$ cat config.mk
export PLATFORM = sky130hd
export DESIGN_NAME = uart_core
export DESIGN_NICKNAME = d
export VERILOG_FILES = /design/src/common/uart_cfg_pkg.sv /design/src/common/uart_frame_pkg.sv /design/src/rtl/credit_fifo.sv /design/src/rtl/uart_core.sv /design/src/uart_rx/uart_rx.sv /design/src/uart_tx/uart_tx.sv
export SDC_FILE = /design/constraint.sdc
export NUM_CORES = 1
export LEC_CHECK = 0
export BUFFER_PORTS_ARGS = -buffer_cell sky130_fd_sc_hd__buf_2
export CAP_MARGIN = 20
export CORE_UTILIZATION = 35
export DETAILED_ROUTE_END_ITERATION = 10
export PLACE_DENSITY_LB_ADDON = 0.08
export SLEW_MARGIN = 20
export SYNTH_ARGS = -nofsm -noshare
export SYNTH_HDL_FRONTEND = slang
export SYNTH_SLANG_ARGS = --single-unit
export TNS_END_PERCENT = 1
$ cat constraint.sdc
create_clock -name clk -period 5.41 [get_ports clk]
set_clock_uncertainty 0.15 [all_clocks]
set_input_delay 1.082 -clock clk [delete_from_list [all_inputs] [get_ports clk]]
set_output_delay 1.082 -clock clk [all_outputs]
set_load 0.05 [all_outputs]
$ cat src/common/uart_cfg_pkg.sv
`default_nettype none

package uart_cfg_pkg;

    // ============================================================
    // Clock domain and line rate
    // ============================================================

    localparam int CLK_FREQ_HZ  = 20_000_000;
    localparam int DEFAULT_BAUD = 230_400;

    // Rounded to the nearest whole cycle, 87 at these rates.
    localparam int DEFAULT_CLKS_PER_BIT = (CLK_FREQ_HZ + DEFAULT_BAUD / 2) / DEFAULT_BAUD;

    // ============================================================
    // Buffering and frame format
    // ============================================================

    localparam int DEFAULT_RX_DEPTH = 8;
    localparam int DEFAULT_TX_DEPTH = 4;

    // Data bits per 8N1 frame.
    localparam int DATA_BITS = 8;

endpackage

`default_nettype wire

$ cat src/common/uart_frame_pkg.sv
`default_nettype none

package uart_frame_pkg;

    // One data byte as carried on the serial line.
    typedef logic [7:0] uart_byte_t;

    // Received word handed to the host.
    typedef struct packed {
        logic       frame_err;
        uart_byte_t data;
    } rx_word_t;

endpackage

`default_nettype wire

$ cat src/rtl/credit_fifo.sv
`timescale 1ns/10ps
`default_nettype none

module credit_fifo #(
    parameter type PAYLOAD_T        = logic [7:0],
    parameter int  DEPTH            = 4,
    parameter int  INIT_OUT_CREDITS = 0
) (
    input  logic     clk,
    input  logic     reset_n,
    input  logic     in_valid,
    input  PAYLOAD_T in_data,
    output logic     in_credit,
    output logic     out_valid,
    output PAYLOAD_T out_data,
    input  logic     out_credit
);

    localparam int PTR_W      = (DEPTH > 1) ? $clog2(DEPTH) : 1;
    localparam int CNT_W      = $clog2(DEPTH + 1);
    // Receiver may bank several credits ahead of the data.
    localparam int CREDIT_MAX = 4 * DEPTH;
    localparam int CRD_W      = $clog2(CREDIT_MAX + 1);

    PAYLOAD_T         mem [DEPTH];
    logic [PTR_W-1:0] wr_ptr;
    logic [PTR_W-1:0] rd_ptr;
    logic [CNT_W-1:0] count;
    logic [CRD_W-1:0] out_credits;
    logic             pop;

    // An incoming word or credit counts in the same cycle.
    assign pop = ((count != '0) || in_valid) && ((out_credits != '0) || out_credit);

    always_ff @(posedge clk) begin
        if (in_valid) begin
            mem[wr_ptr] <= in_data;
        end
        if (pop) begin
            out_data <= (count == '0) ? in_data : mem[rd_ptr];
        end
    end

    always_ff @(posedge clk) begin
        if (!reset_n) begin
            wr_ptr      <= '0;
            rd_ptr      <= '0;
            count       <= '0;
            out_credits <= CRD_W'(INIT_OUT_CREDITS);
            out_valid   <= 1'b0;
            in_credit   <= 1'b0;
        end else begin
            out_valid <= pop;
            in_credit <= pop;
            if (in_valid) begin
                wr_ptr <= (wr_ptr == PTR_W'(DEPTH - 1)) ? '0 : wr_ptr + 1'b1;
            end
            if (pop) begin
                rd_ptr <= (rd_ptr == PTR_W'(DEPTH - 1)) ? '0 : rd_ptr + 1'b1;
            end
            case ({in_valid, pop})
                2'b10:   count <= count + 1'b1;
                2'b01:   count <= count - 1'b1;
                default: count <= count;
            endcase
            case ({out_credit, pop})
                2'b10:   out_credits <= out_credits + 1'b1;
                2'b01:   out_credits <= out_credits - 1'b1;
                default: out_credits <= out_credits;
            endcase
        end
    end

    assert property (@(posedge clk) disable iff (!reset_n) in_valid |-> count != CNT_W'(DEPTH))
        else $error("credit_fifo written while full");

    assert property (@(posedge clk) disable iff (!reset_n) out_credits <= CRD_W'(CREDIT_MAX))
        else $error("credit_fifo output credits above limit");

endmodule

`default_nettype wire

$ cat src/rtl/uart_core.sv
`timescale 1ns/10ps
`default_nettype none

module uart_core #(
    parameter int CLKS_PER_BIT = uart_cfg_pkg::DEFAULT_CLKS_PER_BIT,
    parameter int RX_DEPTH     = uart_cfg_pkg::DEFAULT_RX_DEPTH,
    parameter int TX_DEPTH     = uart_cfg_pkg::DEFAULT_TX_DEPTH
) (
    input  logic                       clk,
    input  logic                       reset_n,
    input  logic                       rx,
    output logic                       tx,
    output logic                       rx_valid,
    output uart_frame_pkg::rx_word_t   rx_data,
    input  logic                       rx_credit,
    output logic                       overrun,
    input  logic                       tx_valid,
    input  uart_frame_pkg::uart_byte_t tx_data,
    output logic                       tx_credit
);

    import uart_frame_pkg::*;

    // ============================================================
    // Receive path
    // ============================================================

    logic     rx_push;
    rx_word_t rx_word;
    logic     rx_fifo_credit;

    uart_rx #(
        .CLKS_PER_BIT (CLKS_PER_BIT),
        .RX_DEPTH     (RX_DEPTH)
    ) u_rx (
        .clk     (clk),
        .reset_n (reset_n),
        .rx      (rx),
        .push    (rx_push),
        .word    (rx_word),
        .credit  (rx_fifo_credit),
        .overrun (overrun)
    );

    // Host grants every output credit.
    credit_fifo #(
        .PAYLOAD_T        (rx_word_t),
        .DEPTH            (RX_DEPTH),
        .INIT_OUT_CREDITS (0)
    ) u_rx_fifo (
        .clk        (clk),
        .reset_n    (reset_n),
        .in_valid   (rx_push),
        .in_data    (rx_word),
        .in_credit  (rx_fifo_credit),
        .out_valid  (rx_valid),
        .out_data   (rx_data),
        .out_credit (rx_credit)
    );

    // ============================================================
    // Transmit path
    // ============================================================

    logic       txf_valid;
    uart_byte_t txf_data;
    logic       tx_done;

    // One credit, the transmitter takes a byte at a time.
    credit_fifo #(
        .PAYLOAD_T        (uart_byte_t),
        .DEPTH            (TX_DEPTH),
        .INIT_OUT_CREDITS (1)
    ) u_tx_fifo (
        .clk        (clk),
        .reset_n    (reset_n),
        .in_valid   (tx_valid),
        .in_data    (tx_data),
        .in_credit  (tx_credit),
        .out_valid  (txf_valid),
        .out_data   (txf_data),
        .out_credit (tx_done)
    );

    uart_tx #(
        .CLKS_PER_BIT (CLKS_PER_BIT)
    ) u_tx (
        .clk     (clk),
        .reset_n (reset_n),
        .valid   (txf_valid),
        .data    (txf_data),
        .credit  (tx_done),
        .tx      (tx)
    );

endmodule

`default_nettype wire

$ cat src/uart_rx/uart_rx.sv
`timescale 1ns/10ps
`default_nettype none

module uart_rx #(
    parameter int CLKS_PER_BIT = uart_cfg_pkg::DEFAULT_CLKS_PER_BIT,
    parameter int RX_DEPTH     = uart_cfg_pkg::DEFAULT_RX_DEPTH
) (
    input  logic                     clk,
    input  logic                     reset_n,
    input  logic                     rx,
    output logic                     push,
    output uart_frame_pkg::rx_word_t word,
    input  logic                     credit,
    output logic                     overrun
);

    import uart_cfg_pkg::*;
    import uart_frame_pkg::*;

    localparam int CYC_W  = $clog2(CLKS_PER_BIT);
    localparam int BIT_W  = $clog2(DATA_BITS);
    localparam int CRED_W = $clog2(RX_DEPTH + 1);
    localparam int HALF   = CLKS_PER_BIT / 2;

    typedef enum logic [2:0] {
        RX_IDLE,
        RX_START_HALF,
        RX_DATA_WAIT,
        RX_SAMPLE,
        RX_STOP
    } rx_state_t;

    rx_state_t        state;
    logic [CYC_W-1:0] cyc_cnt;
    logic [BIT_W-1:0] bit_cnt;
    uart_byte_t       shift_q;
    logic [CRED_W-1:0] credit_cnt;
    logic             stop_mid;

    // Middle of the stop bit, where the frame is judged.
    assign stop_mid = (state == RX_STOP) && (cyc_cnt == CYC_W'(CLKS_PER_BIT - 1));

    // ============================================================
    // Frame FSM
    // ============================================================

    always_ff @(posedge clk) begin
        if (!reset_n) begin
            state   <= RX_IDLE;
            cyc_cnt <= '0;
            bit_cnt <= '0;
            push    <= 1'b0;
            overrun <= 1'b0;
        end else begin
            push <= 1'b0;
            case (state)
                RX_IDLE: begin
                    cyc_cnt <= '0;
                    bit_cnt <= '0;
                    if (!rx) begin
                        state <= RX_START_HALF;
                    end
                end
                RX_START_HALF: begin
                    // A glitch shorter than half a bit is not a start.
                    if (cyc_cnt == CYC_W'(HALF - 1)) begin
                        cyc_cnt <= '0;
                        state   <= rx ? RX_IDLE : RX_DATA_WAIT;
                    end else begin
                        cyc_cnt <= cyc_cnt + 1'b1;
                    end
                end
                RX_DATA_WAIT: begin
                    if (cyc_cnt == CYC_W'(CLKS_PER_BIT - 2)) begin
                        cyc_cnt <= '0;
                        state   <= RX_SAMPLE;
                    end else begin
                        cyc_cnt <= cyc_cnt + 1'b1;
                    end
                end
                RX_SAMPLE: begin
                    bit_cnt <= bit_cnt + 1'b1;
                    state   <= (bit_cnt == BIT_W'(DATA_BITS - 1)) ? RX_STOP : RX_DATA_WAIT;
                end
                RX_STOP: begin
                    if (stop_mid) begin
                        cyc_cnt <= '0;
                        state   <= RX_IDLE;
                        if (credit_cnt != '0) begin
                            push <= 1'b1;
                        end else begin
                            overrun <= 1'b1;
                        end
                    end else begin
                        cyc_cnt <= cyc_cnt + 1'b1;
                    end
                end
                default: state <= RX_IDLE;
            endcase
        end
    end

    // LSB arrives first.
    always_ff @(posedge clk) begin
        if (state == RX_SAMPLE) begin
            shift_q <= {rx, shift_q[DATA_BITS-1:1]};
        end
        if (stop_mid) begin
            word.frame_err <= ~rx;
            word.data      <= shift_q;
        end
    end

    // Free slots in the receive FIFO.
    always_ff @(posedge clk) begin
        if (!reset_n) begin
            credit_cnt <= CRED_W'(RX_DEPTH);
        end else begin
            case ({credit, push})
                2'b10:   credit_cnt <= credit_cnt + 1'b1;
                2'b01:   credit_cnt <= credit_cnt - 1'b1;
                default: credit_cnt <= credit_cnt;
            endcase
        end
    end

    assert property (@(posedge clk) disable iff (!reset_n)
                     credit |-> credit_cnt != CRED_W'(RX_DEPTH))
        else $error("uart_rx got a FIFO credit while holding every credit");

endmodule

`default_nettype wire

$ cat src/uart_tx/uart_tx.sv
`timescale 1ns/10ps
`default_nettype none

module uart_tx #(
    parameter int CLKS_PER_BIT = uart_cfg_pkg::DEFAULT_CLKS_PER_BIT
) (
    input  logic                       clk,
    input  logic                       reset_n,
    input  logic                       valid,
    input  uart_frame_pkg::uart_byte_t data,
    output logic                       credit,
    output logic                       tx
);

    import uart_cfg_pkg::*;
    import uart_frame_pkg::*;

    localparam int CYC_W = $clog2(CLKS_PER_BIT);
    localparam int BIT_W = $clog2(DATA_BITS);

    typedef enum logic [1:0] {
        TX_IDLE,
        TX_START,
        TX_DATA,
        TX_STOP
    } tx_state_t;

    tx_state_t        state;
    logic [CYC_W-1:0] cyc_cnt;
    logic [BIT_W-1:0] bit_cnt;
    uart_byte_t       shift_q;
    logic             bit_end;
    logic             shift_en;

    assign bit_end  = (cyc_cnt == CYC_W'(CLKS_PER_BIT - 1));
    assign shift_en = bit_end && ((state == TX_START) || (state == TX_DATA));

    always_ff @(posedge clk) begin
        if (!reset_n) begin
            state   <= TX_IDLE;
            cyc_cnt <= '0;
            bit_cnt <= '0;
            tx      <= 1'b1;
            credit  <= 1'b0;
        end else begin
            credit <= 1'b0;
            if (state != TX_IDLE) begin
                cyc_cnt <= bit_end ? '0 : cyc_cnt + 1'b1;
            end
            case (state)
                TX_IDLE: begin
                    cyc_cnt <= '0;
                    bit_cnt <= '0;
                    if (valid) begin
                        tx    <= 1'b0;
                        state <= TX_START;
                    end
                end
                TX_START: begin
                    if (bit_end) begin
                        tx    <= shift_q[0];
                        state <= TX_DATA;
                    end
                end
                TX_DATA: begin
                    if (bit_end) begin
                        bit_cnt <= bit_cnt + 1'b1;
                        if (bit_cnt == BIT_W'(DATA_BITS - 1)) begin
                            tx    <= 1'b1;
                            state <= TX_STOP;
                        end else begin
                            tx <= shift_q[0];
                        end
                    end
                end
                TX_STOP: begin
                    // Line stays high, the FIFO may send the next byte.
                    if (bit_end) begin
                        credit <= 1'b1;
                        state  <= TX_IDLE;
                    end
                end
                default: state <= TX_IDLE;
            endcase
        end
    end

    always_ff @(posedge clk) begin
        if ((state == TX_IDLE) && valid) begin
            shift_q <= data;
        end else if (shift_en) begin
            shift_q <= {1'b0, shift_q[DATA_BITS-1:1]};
        end
    end

    assert property (@(posedge clk) disable iff (!reset_n) valid |-> state == TX_IDLE)
        else $error("uart_tx got a byte while a frame was in progress");

endmodule

`default_nettype wire

# Yosys cells after proc, flatten, opt, wreduce, memory -nomap -nowiden
# Memories as Yosys holds them, arrays and structs flattened. A register that Yosys moved wholly into a read port is not among the register bits.
# Cells that the tools add are included.
# classes
addsub,18
reduce_logical,38
bitwise_logic,3
eq_ne,36
n_mux,49
# ops
cell,n
two-way mux 3 bit,10
two-way mux 7 bit,4
case mux 7 bit (4 select lines),1
two-way mux 8 bit,3
"== test 7 bit, second input constant",3
two-way mux 2 bit,10
"== test 2 bit, second input constant",9
case mux 3 bit (2 select lines),3
nonzero test 2 bit,9
case mux 4 bit (2 select lines),2
"adder 3 x 1 -> 3 bit, second input constant",5
"== test 3 bit, second input constant",5
case mux 3 bit (5 select lines),1
"adder 7 x 1 -> 7 bit, second input constant",2
"== test 2 x 1 -> 1 bit, second input constant",6
"inequality test 2 x 1 -> 1 bit, second input constant",6
case mux 6 bit (2 select lines),1
nonzero test 4 bit,3
two-way mux 1 bit,10
case mux 5 bit (2 select lines),1
two-way mux 9 bit,1
"adder 4 x 1 -> 4 bit, second input constant",2
case mux 2 bit (4 select lines),1
AND reduction 4 bit,2
other kinds (25),44
# word_totals
ramBits,104
inputBits,13
out_inout_bits,13
register_bits,105
mem_count,2
# mem_list
memory,depth,word_bits,rd,rd_clocked_by_memory_dff,wr,line_no,source
u_rx_fifo.mem,8,9,1,1,1,credit_fifo.sv:25,PAYLOAD_T mem [DEPTH];
u_tx_fifo.mem,4,8,1,1,1,credit_fifo.sv:25,

# Logic depth before layout (Yosys ltp)
# logic_depth
ltp_word,5
ltp_mapped,11

# Hierarchy
# A second synthesis with hierarchy kept.
# unflattened
hier_cells,667
area_unflattened_um2,9439.1
# by_module_without_submodules
module,cells_per_inst,area_per_inst_um2,instances,seq_area_each_um2
credit_fifo at u_rx_fifo,269,4230.3,1,2832.7
credit_fifo at u_tx_fifo,154,2384.8,1,1501.4
uart_rx,143,1694.1,1,890.9
uart_tx,101,1129.8,1,520.5

# Worst setup path after synthesis
# OpenSTA, ideal clock, no wires.
# synth_timing
path_kind,input to register
startpoint,input rx_credit
endpoint,register u_rx_fifo.out_credits[2]
arrival_ns,3.337
path_slack_ns,1.852
setup_time_ns,0.071
path_buffers,1
cell_stages,11
path_cell_list,or3_1 -> o2bb2ai_2 -> inv_1 -> ha_1 -> buf_2 -> xor2_1 -> ha_1 -> a21oi_1 -> xor2_1 -> or3_1 -> a21oi_1
# synth_between
elab_chain_cells,4
# synth_rtl
item,line_no,source
from (decl),uart_core.sv:15,"input logic rx_credit,"
logical OR 1 bit *,credit_fifo.sv:33,assign pop = ((count != '0) || in_valid) && ((out_credits != '0) || out_credit);
logical AND 1 bit *,credit_fifo.sv:33,
via u_rx_fifo.pop,credit_fifo.sv:30,logic pop;
== test 2 x 1 -> 1 bit or == test 2 bit (tied branches),credit_fifo.sv:66,"case ({out_credit, pop})"
case mux 6 bit (2 select lines) or nonzero test 2 bit (tied branches),--,
to (signal assigned),credit_fifo.sv:67,2'b10: out_credits <= out_credits + 1'b1;
to (signal assigned),credit_fifo.sv:68,2'b01: out_credits <= out_credits - 1'b1;
to (signal assigned),credit_fifo.sv:69,default: out_credits <= out_credits;
to (decl),credit_fifo.sv:29,logic [CRD_W-1:0] out_credits;
# The timed path passes the listed nets; every way through them passes the cells marked *.
# A chain may end at the register's enable or synchronous reset.

# Worst setup path in the final report
# layout_timing
startpoint,register u_rx_fifo.out_credits[2]
endpoint,register u_rx_fifo.out_credits[4]
# layout_between
elab_chain_cells,5
# layout_rtl
item,line_no,source
from (signal assigned),credit_fifo.sv:49,out_credits <= CRD_W'(INIT_OUT_CREDITS);
from (signal assigned),credit_fifo.sv:67,
from (signal assigned),credit_fifo.sv:68,
nonzero test 6 bit *,credit_fifo.sv:33,
logical OR 1 bit *,credit_fifo.sv:33,
logical AND 1 bit *,credit_fifo.sv:33,
via u_rx_fifo.pop,credit_fifo.sv:30,
== test 2 x 1 -> 1 bit or == test 2 bit (tied branches),credit_fifo.sv:66,
case mux 6 bit (2 select lines) or nonzero test 2 bit (tied branches),--,
# Marks and branches as above.

==> impl_metrics.json <==
{
  "area_growth_pct": 13.8,
  "syn_area_per_cell_sq_um": 13.8,
  "synth_cells": 667,
  "io_pins": 26,
  "start_util": 0.361,
  "path_class": "reg2reg",
  "rsz0062_at_grt": "false",
  "core_sq_um": 25500,
  "die_h_microns": 164,
  "grt_usage": 0.136,
  "ys_warn_count": 0,
  "final_nets": 753,
  "clock.fmax_mhz": 283,
  "final_layout_size_suffix_gt1_frac": 0.177,
  "crit_slowest_cell": "or4_4",
  "hold_violations": 0,
  "die_area_sq_um": 26900,
  "drv_slew": 0,
  "synth_top_area_frac": 0.476,
  "routedWlPerCell_microns": 16.7,
  "cts_sinks": 214,
  "ant_nets": 0,
  "setup_violations": 0,
  "final_util": 0.411,
  "io_buffers": 25,
  "tightest_slew_ns": 1.10,
  "grt_pass1_wl_mm": 28.3,
  "clk_latency_ns": 0.52,
  "maxCapViolCount": 0,
  "start_kind": "register",
  "synth_edf_count": 146,
  "yosys-top-cells-area": "edfxtp_1 48%, dfxtp_1 15%, mux4_2 6.4%",
  "ctsLongestPathBuffers": 3,
  "ys_top_cells_by_count": "146 x edfxtp_1, 68 x dfxtp_1, 60 x nor2_1",
  "cp.required_ns": 5.70,
  "h-tree-depth": 1,
  "hp-class": "reg2reg",
  "status": "completed",
  "cts_resized": 0,
  "viasPerCell": 4.98,
  "ys.flop_type": "edfxtp_1",
  "globalplace.congestion": 0.749,
  "hold_buffers": 0,
  "drt_iter0_markers": 367,
  "post-route-period-util": 0.652,
  "synth_most_common_cell": "edfxtp_1",
  "die_w_microns": 164,
  "cts_setup_buffers": 0,
  "setup_tns_ns": 0,
  "clkSlewWorstSetupHoldPaths_ns": 0.07,
  "drc_errors": 0,
  "grt_max_degree": 26,
  "grt_pass1_vias": 5439,
  "slowest_delay_ns": 0.55,
  "numCtsBuffers": 25,
  "first_pass_iters": 5,
  "fp-row-count": 58,
  "antenna_found_initial": 0,
  "netlist_area_sq_um": 9200,
  "crit_fanout": 14,
  "synth-async-reset-ratio": 0,
  "yosysUniqueCellTypes": 58,
  "vdd_ir_drop_max_v": 0.000236,
  "layout_min_cycle_time_ns": 3.53,
  "routed_wl_mm": 17.5,
  "cts-root-buf": "clkbuf_16",
  "relSlewSlack": 0.263,
  "p_per_area_nw_per_um2": 419,
  "yosysSeqAreaShare": 0.624,
  "cp-end-kind": "register",
  "syn_nets": 720,
  "power_leakage_nw": 3.70,
  "grt_overflow": 0,
  "crit_path_cell_trace": "or4_4 > o2bb2ai_2 > inv_1 > ha_1 > xor2_1 > ha_1 > a21oi_1 > a32oi_1 > a31oi_1 > mux2i_1",
  "synth_seq_cells": 214,
  "arrival_ns": 3.82,
  "n_antenna_cell": 0,
  "via_count": 5220,
  "cp_common_cell": "ha_1",
  "dp_hpwl_mm": 11.2,
  "yosysTopAreaCell": "edfxtp_1",
  "cts_tree": "built"
}
[final timing paths]
path,from,end,slack (ns),cells past startpoint
max,u_rx_fifo.out_credits[2],u_rx_fifo.out_credits[4],1.88,10
min,u_rx.shift_q[0],u_rx.word[0],0.28,0
max reg2reg,u_rx_fifo.out_credits[2],u_rx_fifo.out_credits[4],1.88,10
min reg2reg,u_rx.shift_q[0],u_rx.word[0],0.28,0
[per-stage QoR]
stage	setup WS, ns	instance area [sq um]	instances	total power [mW]	hold WS [ns]
finish	1.88	10500	1048	4.39	0.285
global route	1.64	10500	1048	4.62	0.312
CTS	1.90	10500	1046	4.46	0.288
detailed placement	1.37	9680	1001	2.84	0.275
global placement	1.46	9680	1001	2.81	0.263
floorplan	1.85	9200	667	2.65	0.250
[logic make-up after synthesis]
logic type,Yosys count,synth area share
AO/OA/AOI/OAI,83,0.0560
XOR/XNOR,21,0.0200
adder cells (fa/ha/maj),41,0.0589
buffers and inverters,54,0.0234
flip-flops,214,0.624
multiplexers,70,0.114
AND/OR/NAND/NOR,184,0.104
[placed cells by master (no fill, tap or decap), types with 26 or more instances in the layout]
cell type,n
ha_1,36
dfxtp_1,68
mux2i_1,27
mux4_2,26
edfxtp_1,146
nor2_1,58
nand2_1,38
a21oi_1,33
inv_1,27
[worst max-delay path, delay by kind of cell, from the launching register on]
kind	cells	cell delay (ns)
adder cells (fa/ha/maj)	2	0.70
AND/OR/NAND/NOR	1	0.55
AO/OA/AOI/OAI	4	0.92
flip-flops	1	0.39
XOR/XNOR	1	0.22
multiplexers	1	0.19
buffers and inverters	1	0.33
[cell type report]
| cell class | instances | area [sq um] |
|---|---|---|
| Fill cell | 2331 | 15000 |
| Inverter | 27 | 101 |
| Clock buffer | 32 | 652 |
| Sequential cell | 214 | 5750 |
| Clock inverter | 13 | 123 |
| Tap cell | 330 | 413 |
| Multi-Input combinational cell | 399 | 3260 |
| Timing Repair Buffer | 33 | 185 |
[power by group]
group	switching [mW]	internal, mW
combinational	0.407	0.371
clock	0.652	0.948
sequential	0.104	1.91
[sequential cells by signal, indices dropped and copies added (netlist names), 4 cells and up, named ones only]
| name | flops |
|---|---|
| u_tx_fifo.mem | 32 |
| u_rx.shift_q | 8 |
| u_tx_fifo.out_data | 8 |
| u_rx_fifo.out_credits | 6 |
| u_tx_fifo.out_credits | 5 |
| u_rx_fifo.mem | 72 |
| u_rx_fifo.out_data | 9 |
| u_tx.cyc_cnt | 7 |
| u_rx_fifo.count | 4 |
| u_rx.word | 9 |
| u_rx.credit_cnt | 4 |
| u_tx.shift_q | 8 |
| u_rx.cyc_cnt | 7 |
[per-layer routing]
layer	share of wire	wire, microns	vias to the layer above	GRT usage
met2	0.47	8140	98	0.226
met5	0	0	-	0
met3	0.045	793	33	0.0235
li1	-	-	2534	-
met4	0.022	390	0	0.0400
met1	0.47	8160	2555	0.181
(Power assumes the default switching activity.)
